## config.mk

```make
export PLATFORM = sky130hd
export DESIGN_NAME = axil_instr_ctrl_flat
export DESIGN_NICKNAME = d
export VERILOG_FILES = /design/src/common/mem_pkg.sv /design/src/common/ram_port_if.sv /design/src/axil/axil_instr_ctrl.sv /design/src/flat_wrapper.sv
export SDC_FILE = /design/constraint.sdc
export NUM_CORES = 1
export LEC_CHECK = 0
export BUFFER_PORTS_ARGS = -buffer_cell sky130_fd_sc_hd__clkbuf_2
export CORE_MARGIN = 1
export CORE_UTILIZATION = 35
export CTS_BUF_LIST = sky130_fd_sc_hd__clkbuf_8
export DETAILED_ROUTE_END_ITERATION = 10
export PLACE_DENSITY = 0.78
export SYNTH_ARGS = -nofsm -noshare
export SYNTH_HDL_FRONTEND = slang
export SYNTH_SLANG_ARGS = --single-unit
```

## constraint.sdc

```tcl
create_clock -name clk_i -period 1.31 [get_ports clk_i]
set_input_delay 0.131 -clock clk_i [delete_from_list [all_inputs] [get_ports clk_i]]
set_output_delay 0.131 -clock clk_i [all_outputs]
set_load 0.05 [all_outputs]
```

## src/common/mem_pkg.sv

```systemverilog
package mem_pkg;

  // ------------------------------------------------------------------------
  // bus and memory widths
  // ------------------------------------------------------------------------
  localparam int ADDR_W    = 32;           // axi address width
  localparam int DATA_W    = 32;           // data word width
  localparam int STRB_W    = DATA_W / 8;   // one strobe bit per byte lane
  localparam int RAM_IDX_W = 10;           // 1024 words of ram

  typedef logic [ADDR_W-1:0]    addr_t;
  typedef logic [DATA_W-1:0]    word_t;
  typedef logic [STRB_W-1:0]    strb_t;
  typedef logic [RAM_IDX_W-1:0] ram_idx_t;  // word index, address bits 11:2
  typedef logic [7:0]           byte_t;     // printed character

  // ------------------------------------------------------------------------
  // address map
  // ------------------------------------------------------------------------
  // ram sits at byte address 0 and covers the whole word index range
  localparam addr_t RAM_BYTES       = addr_t'((1 << RAM_IDX_W) * STRB_W);
  localparam addr_t PRINT_ADDR      = 32'h1000_0000;  // char out, low byte
  localparam addr_t EXIT_VALUE_ADDR = 32'h2000_0004;  // exit with written word
  localparam addr_t EXIT_ZERO_ADDR  = 32'h2000_0010;  // exit with zero

  // ------------------------------------------------------------------------
  // response codes
  // ------------------------------------------------------------------------
  typedef enum logic [1:0] {
    RESP_OKAY   = 2'b00,  // normal access
    RESP_SLVERR = 2'b10   // out of range or unsupported access
  } axi_resp_e;

endpackage
```

## src/common/ram_port_if.sv

```systemverilog
interface ram_port_if
  import mem_pkg::*;
();

  logic     en;     // port enable, read or write
  strb_t    we;     // byte lane write enables
  ram_idx_t idx;    // word index
  word_t    wdata;  // write data
  word_t    rdata;  // registered read data

  // the bus controller side
  modport ctrl (output en, we, idx, wdata, input rdata);

  // the memory side
  modport ram (input en, we, idx, wdata, output rdata);

endinterface

```

## src/axil/axil_instr_ctrl.sv

```systemverilog
module axil_instr_ctrl
  import mem_pkg::*;
(
  input  logic      clk_i,
  input  logic      rst_n_i,
  input  addr_t     ar_addr_i,
  input  logic      ar_valid_i,
  output logic      ar_ready_o,
  output word_t     r_data_o,
  output axi_resp_e r_resp_o,
  output logic      r_valid_o,
  input  logic      r_ready_i,
  ram_port_if.ctrl  ram_o
);

  logic  ar_ready_q;  // no response pending
  logic  busy_q;      // ram read in flight, data lands next edge
  logic  r_valid_q;
  logic  err_q;       // address outside ram
  word_t r_data_q;
  logic  ar_fire;
  logic  in_range;

  assign in_range = (ar_addr_i < RAM_BYTES);
  assign ar_fire  = ar_valid_i && ar_ready_q;

  // ram is read on the address handshake edge, write side tied off
  assign ram_o.en    = ar_fire && in_range;
  assign ram_o.we    = '0;
  assign ram_o.idx   = ar_addr_i[RAM_IDX_W+1:2];
  assign ram_o.wdata = '0;

  always_ff @(posedge clk_i) begin
    if (!rst_n_i) begin
      ar_ready_q <= 1'b0;
      busy_q     <= 1'b0;
      r_valid_q  <= 1'b0;
      err_q      <= 1'b0;
    end else begin
      if (ar_fire) begin
        ar_ready_q <= 1'b0;      // one read at a time
        busy_q     <= 1'b1;
        err_q      <= !in_range;
      end else if (busy_q) begin
        busy_q    <= 1'b0;
        r_valid_q <= 1'b1;       // rdata valid since the handshake edge
      end else if (r_valid_q && r_ready_i) begin
        r_valid_q  <= 1'b0;
        ar_ready_q <= 1'b1;
      end else if (!r_valid_q) begin
        ar_ready_q <= 1'b1;      // first cycle out of reset
      end
    end
  end

  // capture once, then hold through any stall
  always_ff @(posedge clk_i) begin
    if (busy_q) begin
      r_data_q <= err_q ? '0 : ram_o.rdata;
    end
  end

  assign ar_ready_o = ar_ready_q;
  assign r_valid_o  = r_valid_q;
  assign r_data_o   = r_data_q;
  assign r_resp_o   = err_q ? RESP_SLVERR : RESP_OKAY;

  a_r_hold: assert property (@(posedge clk_i) disable iff (!rst_n_i)
    r_valid_o && !r_ready_i |=> r_valid_o && $stable(r_data_o) && $stable(r_resp_o));

endmodule

```

## src/flat_wrapper.sv

```systemverilog
// flat-port wrapper written by rule: the top's interface ports become plain ports
module axil_instr_ctrl_flat import mem_pkg::*;
  (clk_i, rst_n_i, ar_addr_i, ar_valid_i, ar_ready_o, r_data_o, r_resp_o, r_valid_o, r_ready_i, ram_o_en, ram_o_we, ram_o_idx, ram_o_wdata, ram_o_rdata);
  ram_port_if ram_o_i ();
  input  logic clk_i;
  input  logic rst_n_i;
  input  addr_t ar_addr_i;
  input  logic ar_valid_i;
  output logic ar_ready_o;
  output word_t r_data_o;
  output axi_resp_e r_resp_o;
  output logic r_valid_o;
  input  logic r_ready_i;
  output wire logic [$bits(ram_o_i.en)-1:0] ram_o_en;
  output wire logic [$bits(ram_o_i.we)-1:0] ram_o_we;
  output wire logic [$bits(ram_o_i.idx)-1:0] ram_o_idx;
  output wire logic [$bits(ram_o_i.wdata)-1:0] ram_o_wdata;
  input wire logic [$bits(ram_o_i.rdata)-1:0] ram_o_rdata;
  assign ram_o_en = ram_o_i.en;
  assign ram_o_we = ram_o_i.we;
  assign ram_o_idx = ram_o_i.idx;
  assign ram_o_wdata = ram_o_i.wdata;
  assign ram_o_i.rdata = ram_o_rdata;
  axil_instr_ctrl u_core (.clk_i(clk_i), .rst_n_i(rst_n_i), .ar_addr_i(ar_addr_i), .ar_valid_i(ar_valid_i), .ar_ready_o(ar_ready_o), .r_data_o(r_data_o), .r_resp_o(r_resp_o), .r_valid_o(r_valid_o), .r_ready_i(r_ready_i), .ram_o(ram_o_i));
endmodule
```

==> metrics <==
status=complete, no violations; register area=between 0.001 and 0.0015 mm²; post-synthesis sequential area ratio=0.5994; CP endpoint kind=output port; number of synthesized register bits=36; fmax=a little under 800 MHz; CTS clk-pin slew, worst paths=about 70 ps; slowest CP cell=or4_4; Final Hold Vio Count=0; maximum capacitance violations=0; Post-synth ARST share=0; ys flop type=edfxtp_1; setup violators final=0; layout cells sized above 1=0.5000; die height=between 70 and 80 µm; CP max FO=2; Die Area=between 0.005 and 0.006 mm²; initial DRC count=30; synthesized instance count=138; DRC=0; Hold WS=between 90 and 100 ps; Congestion Overflow GR=0; NumNets Final=between 200 and 300; initial antenna violation count=0; synthesized area=roughly 0.0017 mm²; Area growth syn-to-layout=30.55%; crit path kind=input port to output port; Routed Antenna Nets=0; crit-path max cell delay=roughly 550 ps; depth of the CTS H-tree=2; drt wl/cell=around 10 µm; RSZ-0062 raised after global routing=yes; final wirelength=just over 3 mm; max-slew violations=0; gr usage total=0.1087; filler cell count=461; Avg Cell Area, Syn=between 10 and 15 µm²; largest net degree at the start of global routing=33; Core Rows=25; Root Buffer=clkbuf_8; Min-Delay Path Class=input port to register; power per cell area=1264 mW/mm²; post-synthesis compound-gate area fraction=0.02450; fin crit period=about 1300 ps; drt first pass iters=4; Sink Count=36; CTS Buffer Depth=2; mux contribution to synthesized area=0; final worst-path cycle share=0.9803; crit path cell chain=clkbuf_2, or4_4, nor3_4, buf_12; Pleak=0.001053 µW; Via density=around 4; worst skew pair latency=around 280 ps; Synth Area in Adders=0; Die Wd=72.44 µm; core area=about 0.0048 mm²; Post-Synth Simple-Gate Area=0.1578; first-pass GRT wire length=around 4.1 mm; Worst Path Required=between 1000 and 1500 ps; Final Wtd Congestion=around 0.77; Worst setup SP type=input port; Yosys warning count=0; vias in the first global route=967; Post-synth EDFFs=32; largest family of logic cells by synthesized area=buffers and inverters; area of the multi-input gates=just under 500 µm²; TritonCTS clock tree=built; n_diodes=0; number of distinct library cells after synthesis=19; setup TNS=0 ps; initial cell density of the core=0.3653; vias after detailed routing=between 1000 and 1500; buffers added on ports=91; crit path DAT=between 1000 and 1500 ps; io pins=roughly 150; Post-Synth XOR/XNOR Area=0; hold buffers post-CTS=0; TritonCTS buffer count=5; Setup Skew=2.262 ps; post-DP HPWL=~2.4 mm; maximum VDD drop=0.5067 mV
area by class of cell:
class / instances / area share
inverter: 1 / 0.001656
timing repair buffer: 97 / 0.2329
tap: 67 / 0.03698
clock inverter: 3 / 0.01876
sequential: 36 / 0.4603
clock buffer: 5 / 0.03035
multi-input combinational: 86 / 0.2191
critical path: cells and delay by family:
family / cells / cell delay, ps
AND/OR/NAND/NOR: 2 / 780
buffers and inverters: 2 / 240
through the flow:
step	power, µW	instances	utilization	worst slack [ps]	area (µm²)
detailed placement	1938	285	0.4439	-22.30	2111
floorplan	1964	174	-	37.70	1886
CTS	2895	294	0.4708	25.74	2238
finish	2866	295	0.4768	25.77	2267
global placement	1929	285	0.4439	40.73	2111
global route	2982	295	0.4768	-6.852	2267
sequential cells by signal, indices dropped and copies added, names as in the netlist:
signal	flops
u_core.busy_q	1
u_core.ar_ready_o	1
u_core.r_data_o	32
u_core.r_valid_o	1
u_core.err_q	1
cell usage in the layout, fill, tap and decap left out, types with 2 or more instances in the layout:
master    Yosys  layout
nor4_2        0       2
nor2b_1      33      33
buf_4        48       5
clkbuf_8      0       5
edfxtp_1     32      32
conb_1        1      37
dfxtp_1       4       2
dfxtp_2       0       2
clkbuf_2      0      90
buf_12        0       2
cell usage after synthesis (all sizes together) (2+ instances only):
master | count | area [µm²]
clkbuf | 3 | 11.26
edfxtp | 32 | 960.9
nor2b | 33 | 206.5
nor4 | 4 | 25.02
buf | 48 | 360.4
dfxtp | 4 | 80.08
nand2 | 2 | 7.510
worst paths after layout:
| check | to | slack, ps | from | cells past startpoint |
|---|---|---|---|---|
| hold / removal | u_core.ar_ready_o$_SDFFE_PP0P_ | 100 | rst_n_i | 2 |
| hold reg to reg | u_core.r_valid_o$_SDFFE_PN0P_ | 510 | u_core.busy_q$_SDFF_PN0_ | 2 |
| setup / recovery | ram_o_en | 30 | ar_addr_i[27] | 4 |
| setup reg to reg | u_core.r_data_o[16]$_SDFFCE_PP0P_ | 350 | u_core.err_q$_SDFFE_PN0P_ | 3 |
routing by layer:
layer  share of wire  up-vias  track usage  routed length (µm)
met5               0        -            0                   0
met4           0.036        0      0.07843                 110
met2            0.50       83       0.1869                1525
li1                -      555            -                   -
met3            0.10       16      0.03889                 305
met1            0.36      521       0.1083                1080
what timing repair did:
action                     CTS  global route
setup buffers                1             1
resized for setup            2             3
setup endpoints to repair    1             1
pin swaps                    1             2
cells by family (layout without fill, tap and decap cells):
kind of cell,count (synthesis),after routing
AO/OA/AOI/OAI,5,5
other,1,37
flip-flops,36,36
AND/OR/NAND/NOR,44,44
buffers and inverters,52,106
power breakdown:
part	internal (µW)	switching (µW)
combinational	139	461
sequential	1300	14.6
clock	563	385
total	2010	860
Note: power is estimated with default switching activity, not from simulation.
