`config.mk`:
```
export PLATFORM = sky130hd
export DESIGN_NAME = axil_data_ctrl_flat
export DESIGN_NICKNAME = d
export VERILOG_FILES = /design/src/common/mem_pkg.sv /design/src/common/ram_port_if.sv /design/src/axil/axil_data_ctrl.sv /design/src/flat_wrapper.sv
export SDC_FILE = /design/constraint.sdc
export NUM_CORES = 1
export LEC_CHECK = 0
export BUFFER_PORTS_ARGS = -buffer_cell sky130_fd_sc_hd__buf_2
export CORE_AREA = 2 2 104 106
export CTS_BUF_LIST = sky130_fd_sc_hd__clkbuf_4
export DETAILED_ROUTE_END_ITERATION = 10
export DIE_AREA = 0 0 106 108
export PLACE_DENSITY = 0.75
export SLEW_MARGIN = 20
export SYNTH_ARGS = -nofsm -noshare
export SYNTH_HDL_FRONTEND = slang
export SYNTH_SLANG_ARGS = --single-unit
export TNS_END_PERCENT = 10
```
`constraint.sdc`:
```
create_clock -name clk_i -period 3.5 [get_ports clk_i]
set_clock_uncertainty 0.15 [all_clocks]
set_input_delay 0 -clock clk_i [delete_from_list [all_inputs] [get_ports clk_i]]
set_output_delay 0 -clock clk_i [all_outputs]
set_load 0.02 [all_outputs]
```
`src/common/mem_pkg.sv`:
```
package mem_pkg;

  // ------------------------------------------------------------------------
  // bus and memory widths
  // ------------------------------------------------------------------------
  localparam int ADDR_W    = 32;           // axi address width
  localparam int DATA_W    = 32;           // data word width
  localparam int STRB_W    = DATA_W / 8;   // one strobe bit per byte lane
  localparam int RAM_IDX_W = 10;           // 1024 words of ram

  typedef logic [ADDR_W-1:0]    addr_t;
  typedef logic [DATA_W-1:0]    word_t;
  typedef logic [STRB_W-1:0]    strb_t;
  typedef logic [RAM_IDX_W-1:0] ram_idx_t;  // word index, address bits 11:2
  typedef logic [7:0]           byte_t;     // printed character

  // ------------------------------------------------------------------------
  // address map
  // ------------------------------------------------------------------------
  // ram sits at byte address 0 and covers the whole word index range
  localparam addr_t RAM_BYTES       = addr_t'((1 << RAM_IDX_W) * STRB_W);
  localparam addr_t PRINT_ADDR      = 32'h1000_0000;  // char out, low byte
  localparam addr_t EXIT_VALUE_ADDR = 32'h2000_0004;  // exit with written word
  localparam addr_t EXIT_ZERO_ADDR  = 32'h2000_0010;  // exit with zero

  // ------------------------------------------------------------------------
  // response codes
  // ------------------------------------------------------------------------
  typedef enum logic [1:0] {
    RESP_OKAY   = 2'b00,  // normal access
    RESP_SLVERR = 2'b10   // out of range or unsupported access
  } axi_resp_e;

endpackage
```
`src/common/ram_port_if.sv`:
```
interface ram_port_if
  import mem_pkg::*;
();

  logic     en;     // port enable, read or write
  strb_t    we;     // byte lane write enables
  ram_idx_t idx;    // word index
  word_t    wdata;  // write data
  word_t    rdata;  // registered read data

  // the bus controller side
  modport ctrl (output en, we, idx, wdata, input rdata);

  // the memory side
  modport ram (input en, we, idx, wdata, output rdata);

endinterface

```
`src/axil/axil_data_ctrl.sv`:
```
module axil_data_ctrl
  import mem_pkg::*;
(
  input  logic      clk_i,
  input  logic      rst_n_i,

  // write address, data and response
  input  addr_t     aw_addr_i,
  input  logic      aw_valid_i,
  output logic      aw_ready_o,
  input  word_t     w_data_i,
  input  strb_t     w_strb_i,
  input  logic      w_valid_i,
  output logic      w_ready_o,
  output axi_resp_e b_resp_o,
  output logic      b_valid_o,
  input  logic      b_ready_i,

  // read address and data
  input  addr_t     ar_addr_i,
  input  logic      ar_valid_i,
  output logic      ar_ready_o,
  output word_t     r_data_o,
  output axi_resp_e r_resp_o,
  output logic      r_valid_o,
  input  logic      r_ready_i,

  // simulation control pulses
  output byte_t     print_data_o,
  output logic      print_valid_o,
  output word_t     exit_value_o,
  output logic      exit_valid_o,

  ram_port_if.ctrl  ram_o
);

  typedef enum logic [2:0] {
    TGT_RAM,
    TGT_PRINT,
    TGT_EXIT_VAL,
    TGT_EXIT_ZERO,
    TGT_ERR
  } wr_tgt_e;

  wr_tgt_e wr_tgt;       // decoded write target
  logic    wr_accept;    // aw and w transfer together
  logic    b_valid_q;
  logic    b_err_q;
  logic    ar_ready_q;
  logic    ar_fire;
  logic    rd_in_range;
  logic    rd_busy_q;    // ram read in flight
  logic    r_valid_q;
  logic    rd_err_q;
  word_t   r_data_q;
  logic    print_valid_q;
  byte_t   print_data_q;
  logic    exit_valid_q;
  word_t   exit_value_q;

  // ------------------------------------------------------------------------
  // write decode and accept
  // ------------------------------------------------------------------------
  always_comb begin
    if (aw_addr_i < RAM_BYTES) begin
      wr_tgt = TGT_RAM;
    end else if (aw_addr_i == PRINT_ADDR) begin
      wr_tgt = TGT_PRINT;
    end else if (aw_addr_i == EXIT_VALUE_ADDR) begin
      wr_tgt = TGT_EXIT_VAL;
    end else if (aw_addr_i == EXIT_ZERO_ADDR) begin
      wr_tgt = TGT_EXIT_ZERO;
    end else begin
      wr_tgt = TGT_ERR;         // unmapped, dropped with slverr
    end
  end

  assign wr_accept  = aw_valid_i && w_valid_i && !b_valid_q;
  assign aw_ready_o = wr_accept;
  assign w_ready_o  = wr_accept;

  // reads only get the port when no write is taking it
  assign ar_ready_o  = ar_ready_q && !wr_accept;
  assign ar_fire     = ar_valid_i && ar_ready_o;
  assign rd_in_range = (ar_addr_i < RAM_BYTES);  // control regs read as slverr

  // ------------------------------------------------------------------------
  // ram port b mux, write first
  // ------------------------------------------------------------------------
  assign ram_o.en    = wr_accept ? (wr_tgt == TGT_RAM) : (ar_fire && rd_in_range);
  assign ram_o.we    = (wr_accept && wr_tgt == TGT_RAM) ? w_strb_i : '0;
  assign ram_o.idx   = wr_accept ? aw_addr_i[RAM_IDX_W+1:2] : ar_addr_i[RAM_IDX_W+1:2];
  assign ram_o.wdata = w_data_i;

  // ------------------------------------------------------------------------
  // control state
  // ------------------------------------------------------------------------
  always_ff @(posedge clk_i) begin
    if (!rst_n_i) begin
      b_valid_q     <= 1'b0;
      b_err_q       <= 1'b0;
      ar_ready_q    <= 1'b0;
      rd_busy_q     <= 1'b0;
      r_valid_q     <= 1'b0;
      rd_err_q      <= 1'b0;
      print_valid_q <= 1'b0;
      exit_valid_q  <= 1'b0;
    end else begin
      // write response, held until b_ready
      if (wr_accept) begin
        b_valid_q <= 1'b1;
        b_err_q   <= (wr_tgt == TGT_ERR);
      end else if (b_valid_q && b_ready_i) begin
        b_valid_q <= 1'b0;
      end
      // single cycle pulses, independent of b_ready
      print_valid_q <= wr_accept && (wr_tgt == TGT_PRINT);
      exit_valid_q  <= wr_accept && (wr_tgt == TGT_EXIT_VAL || wr_tgt == TGT_EXIT_ZERO);
      // read side, same flow as the instruction port
      if (ar_fire) begin
        ar_ready_q <= 1'b0;
        rd_busy_q  <= 1'b1;
        rd_err_q   <= !rd_in_range;
      end else if (rd_busy_q) begin
        rd_busy_q <= 1'b0;
        r_valid_q <= 1'b1;
      end else if (r_valid_q && r_ready_i) begin
        r_valid_q  <= 1'b0;
        ar_ready_q <= 1'b1;
      end else if (!r_valid_q) begin
        ar_ready_q <= 1'b1;
      end
    end
  end

  // payload registers
  always_ff @(posedge clk_i) begin
    if (wr_accept) begin
      print_data_q <= w_data_i[7:0];
      exit_value_q <= (wr_tgt == TGT_EXIT_VAL) ? w_data_i : '0;
    end
    if (rd_busy_q) begin
      r_data_q <= rd_err_q ? '0 : ram_o.rdata;  // port b not retaken until capture
    end
  end

  assign b_valid_o     = b_valid_q;
  assign b_resp_o      = b_err_q ? RESP_SLVERR : RESP_OKAY;
  assign r_valid_o     = r_valid_q;
  assign r_data_o      = r_data_q;
  assign r_resp_o      = rd_err_q ? RESP_SLVERR : RESP_OKAY;
  assign print_valid_o = print_valid_q;
  assign print_data_o  = print_data_q;
  assign exit_valid_o  = exit_valid_q;
  assign exit_value_o  = exit_value_q;

  a_b_hold: assert property (@(posedge clk_i) disable iff (!rst_n_i)
    b_valid_o && !b_ready_i |=> b_valid_o && $stable(b_resp_o));
  a_ctrl_onehot: assert property (@(posedge clk_i) disable iff (!rst_n_i)
    !(print_valid_o && exit_valid_o));

endmodule

```
`src/flat_wrapper.sv`:
```
// flat-port wrapper written by rule: the top's interface ports become plain ports
module axil_data_ctrl_flat import mem_pkg::*;
  (clk_i, rst_n_i, aw_addr_i, aw_valid_i, aw_ready_o, w_data_i, w_strb_i, w_valid_i, w_ready_o, b_resp_o, b_valid_o, b_ready_i, ar_addr_i, ar_valid_i, ar_ready_o, r_data_o, r_resp_o, r_valid_o, r_ready_i, print_data_o, print_valid_o, exit_value_o, exit_valid_o, ram_o_en, ram_o_we, ram_o_idx, ram_o_wdata, ram_o_rdata);
  ram_port_if ram_o_i ();
  input  logic clk_i;
  input  logic rst_n_i;
  input  addr_t aw_addr_i;
  input  logic aw_valid_i;
  output logic aw_ready_o;
  input  word_t w_data_i;
  input  strb_t w_strb_i;
  input  logic w_valid_i;
  output logic w_ready_o;
  output axi_resp_e b_resp_o;
  output logic b_valid_o;
  input  logic b_ready_i;
  input  addr_t ar_addr_i;
  input  logic ar_valid_i;
  output logic ar_ready_o;
  output word_t r_data_o;
  output axi_resp_e r_resp_o;
  output logic r_valid_o;
  input  logic r_ready_i;
  output byte_t print_data_o;
  output logic print_valid_o;
  output word_t exit_value_o;
  output logic exit_valid_o;
  output wire logic [$bits(ram_o_i.en)-1:0] ram_o_en;
  output wire logic [$bits(ram_o_i.we)-1:0] ram_o_we;
  output wire logic [$bits(ram_o_i.idx)-1:0] ram_o_idx;
  output wire logic [$bits(ram_o_i.wdata)-1:0] ram_o_wdata;
  input wire logic [$bits(ram_o_i.rdata)-1:0] ram_o_rdata;
  assign ram_o_en = ram_o_i.en;
  assign ram_o_we = ram_o_i.we;
  assign ram_o_idx = ram_o_i.idx;
  assign ram_o_wdata = ram_o_i.wdata;
  assign ram_o_i.rdata = ram_o_rdata;
  axil_data_ctrl u_core (.clk_i(clk_i), .rst_n_i(rst_n_i), .aw_addr_i(aw_addr_i), .aw_valid_i(aw_valid_i), .aw_ready_o(aw_ready_o), .w_data_i(w_data_i), .w_strb_i(w_strb_i), .w_valid_i(w_valid_i), .w_ready_o(w_ready_o), .b_resp_o(b_resp_o), .b_valid_o(b_valid_o), .b_ready_i(b_ready_i), .ar_addr_i(ar_addr_i), .ar_valid_i(ar_valid_i), .ar_ready_o(ar_ready_o), .r_data_o(r_data_o), .r_resp_o(r_resp_o), .r_valid_o(r_valid_o), .r_ready_i(r_ready_i), .print_data_o(print_data_o), .print_valid_o(print_valid_o), .exit_value_o(exit_value_o), .exit_valid_o(exit_valid_o), .ram_o(ram_o_i));
endmodule
```
==> impl_metrics.csv <==
group,metric,value,unit
synthesis,ys_types,31,
drt,drtIter0Drc,128,
die,core_area,0.0102,mm2
flow_run,maxCapViolCount,0,
drt,ant_nets,0,
synthesis,syn_area,0.00378,mm2
pwr,p_clk_share,26.4,%
cts,cts_setup_buffers,0,
critical_path,critPathMaxFanout,2,
critical_path,slowest_stage,"dlygate4sd3_1",
outcome,status,"completed",
critical_path,ff2ff_path_depth,5,
drt,finalWirelength,10600,um
cts,clock-sinks,80,
synthesis,synth_warnings,0,
drt,firstDrtPassIters,4,
timing,hold_viol_final,0,
pwr,peakVddDrop,0.185,mV
place,dpl.cell_count,669,
timing,fin_setup_tns,0,ns
critical_path,path_class,"primary input to flop",
critical_path,crit_family,"buffers and inverters",
critical_path,r2r_end,"u_core.b_err_q",
critical_path,crit_arrival,3.39,ns
timing,grt_setup_unrepaired,"false",
critical_path,crit_path_frequent_cell,"dlygate4sd3_1",
critical_path,crit_buf_inv,6,
global_routing,gr-total-overflow,0,
cts,htreeDepth,3,
critical_path,max_stage_delay,0.60,ns
timing,relSlewSlack,40.0,%
global_routing,antenna_found_initial,0,
synthesis,synth_edf_count,72,
critical_path,endpoint,"u_core.b_err_q",
global_routing,grt_pass1_vias,3463,
global_routing,grt_pass1_wl,15800,um
synthesis,synth_top_area_cell,"edfxtp_1",
pwr,seq_power_share,54.8,%
critical_path,crit_cells,10,
cts,cts_buffers,9,
synthesis,yosysSeqAreaShare,61.4,%
pwr,internal-power,1.46,mW
synthesis,synth.top_cell.area_share,57.1,%
timing,fin_crit,3.24,ns
timing,fmax,308,MHz
die,die_area,0.0114,mm2
synthesis,ys_async_sr_fraction,0,%
pwr,p_sw,0.522,mW
finish,antenna_cells,0,
synthesis,synthTopCellsByArea,"edfxtp_1 (57%), nor3_2 (7.7%), buf_4 (7.3%)",
place,gp_congestion,0.840,
cts,cts_tree,"built",
place,port_buffers,264,
hold_path,hold_path_class,"primary input to flop",
synthesis,ys.flop_type,"edfxtp_1",
finish,finalNetCount,767,
drt,wl_per_cell,13.7,um
drt,drc_errors,0,
critical_path,startpoint,"aw_addr_i[5]",
synthesis,syn_inst,314,
timing,period_share,92.7,%
drt,viasPerCell,4.46,
timing,worst_slack,0.257,ns
pwr,combPwrFrac,18.7,%
pwr,swShare,26.3,%
finish,drive_gt1_share,50.4,%
critical_path,crit_required,3.65,ns
synthesis,avgSynthCellArea,12.1,um2
die,die_w,106,um
critical_path,crit_path_cell_trace,"dlygate4sd3_1 -> buf_2 -> nor2_1 -> dlygate4sd3_1 -> nand4_1 -> dlygate4sd3_1 -> nor3_1 -> dlygate4sd3_1 -> o31ai_1 -> dlygate4sd3_1",
pwr,p_leak,2.77,nW
pwr,p_per_area,334,mW/mm2
critical_path,regToRegSetupSlack,0.43,ns
critical_path,cp-start-kind,"primary input",
timing,tightest_slew,0.900,ns
timing,slew_viol_final,0,
die,die_height,108,um
synthesis,ys_ff_latch,80,
finish,area_delta_synth_final,56.9,%
drt,vias,3433,
timing,holdWs,0.0716,ns
critical_path,cp-end-kind,"flop",
die,rows,37,
cts,cts-root-buf,"clkbuf_4",
cts,insertion_delay,0.41,ns
cts,path_clk_slew,0.11,ns
global_routing,grt_max_degree,43,
place,dp_hpwl,7290,um
die,start_util,37.0,%
timing,setup_violations,0,
critical_path,rr_startpoint,"u_core.b_valid_o",
place,place_ws,0.851,ns
die,io_pins,269,
finish,stdcell_count,769,
global_routing,grtUsageTotal,17.7,%
cts,clockBufferDepth,2,
==> cells in the mapped netlist (5+ instances only) <==
master and n:
edfxtp_1 72, buf_4 37, inv_1 35, nor2b_1 34, nand2_1 31, nor3_2 29
nor4_1 10, dfxtp_1 8, and2_1 6, nor2_1 6, clkbuf_1 5, nor3_1 5
==> metal layers <==
metal | share of wire, % | vias to the layer above | routed length [um] | global-route usage (%)
li1 | - | 1655 | - | -
met1 | 36 | 1581 | 3770 | 17.5
met2 | 55 | 173 | 5800 | 35.3
met3 | 6.3 | 24 | 662 | 3.38
met4 | 3.1 | 0 | 328 | 8.46
met5 | 0 | - | 0 | 0
==> power groups by stage <==
stage | Clock, mW | Sequential [mW] | Combinational, mW
after floorplan | 0 | 1.14 | 0.145
after global placement | 0 | 1.11 | 0.293
after detailed placement | 0 | 1.11 | 0.300
after CTS | 0.540 | 1.09 | 0.371
after global routing | 0.571 | 1.09 | 0.401
final | 0.524 | 1.09 | 0.371
==> registers in the layout, summed over array words and instances, names as in the netlist <==
| name | cells |
|---|---|
| u_core.ar_ready_q | 1 |
| u_core.b_err_q | 1 |
| u_core.b_valid_o | 1 |
| u_core.exit_valid_o | 1 |
| u_core.exit_value_o | 32 |
| u_core.print_data_o | 8 |
| u_core.print_valid_o | 1 |
| u_core.r_data_o | 32 |
| u_core.r_valid_o | 1 |
| u_core.rd_busy_q | 1 |
| u_core.rd_err_q | 1 |
==> through the flow <==
stage / cell area [um2] / utilization [%] / total power, mW
final: 5940 / 58.0 / 1.98
after global routing: 5940 / 58.0 / 2.06
after CTS: 5940 / 58.0 / 2.00
after detailed placement: 4960 / 48.5 / 1.41
after global placement: 4960 / 48.5 / 1.40
after floorplan: 3790 / - / 1.28
==> cell families (layout without fill, tap and decap cells) <==
kind of cell / Yosys count / after routing / synth area share [%]
DFF: 80 / 80 / 61.4
AOI/OAI and AO/OA: 10 / 10 / 1.92
buffers and inverters: 84 / 402 / 12.7
xor gates and xnor gates: 1 / 1 / 0.231
and+or+nand+nor: 138 / 138 / 23.7
other: 1 / 2 / 0.0991
==> cell usage in the layout, fill, tap and decap left out, drive strengths merged, types with 2 or more instances in the layout <==
cell type / instances
a21boi: 2
and2: 6
buf: 267
clkbuf: 9
clkinv: 5
clkinvlp: 2
conb: 2
dfxtp: 8
dlygate4sd3: 84
edfxtp: 72
inv: 34
nand2: 31
nand3: 5
nand3b: 3
nand4: 2
nor2: 6
nor2b: 34
nor3: 34
nor4: 13
o21ai: 4
==> cell type report <==
cell class / instances / area (um2)
fillers: 851 / 4290
flip-flops and latches: 80 / 2320
repair buffers: 351 / 2180
multi-input cells: 151 / 997
well taps: 136 / 170
inverters: 35 / 133
clock buffers: 9 / 67.6
clock inverters: 7 / 62.6
==> timing repair <==
action | CTS | global route
hold buffers | 84 | 0
setup endpoints to repair | 0 | 1
endpoints found under the hold margin | 80 | 0
resized for setup | 0 | 1
==> worst reg2reg max path: stages (launching register included) <==
cell and delay, ns:
dfxtp_1 0.35, nand3b_1 0.56, clkinv_2 0.72, o311ai_0 0.37, o31ai_1 0.30, dlygate4sd3_1 0.57
==> worst min path at each step <==
stage	endpoint	slack, ns	startpoint	depth (start not counted)
after floorplan	u_core.print_data_o[0]	-0.05	w_data_i[0]	0
after global placement	u_core.print_data_o[1]	0.06	w_data_i[1]	1
after detailed placement	u_core.print_data_o[6]	0.06	w_data_i[6]	1
after CTS	u_core.exit_valid_o	0.02	aw_addr_i[20]	5
after global routing	u_core.exit_valid_o	0.12	aw_addr_i[20]	5
final	u_core.exit_valid_o	0.07	aw_addr_i[20]	5
(Power assumes the default switching activity.)
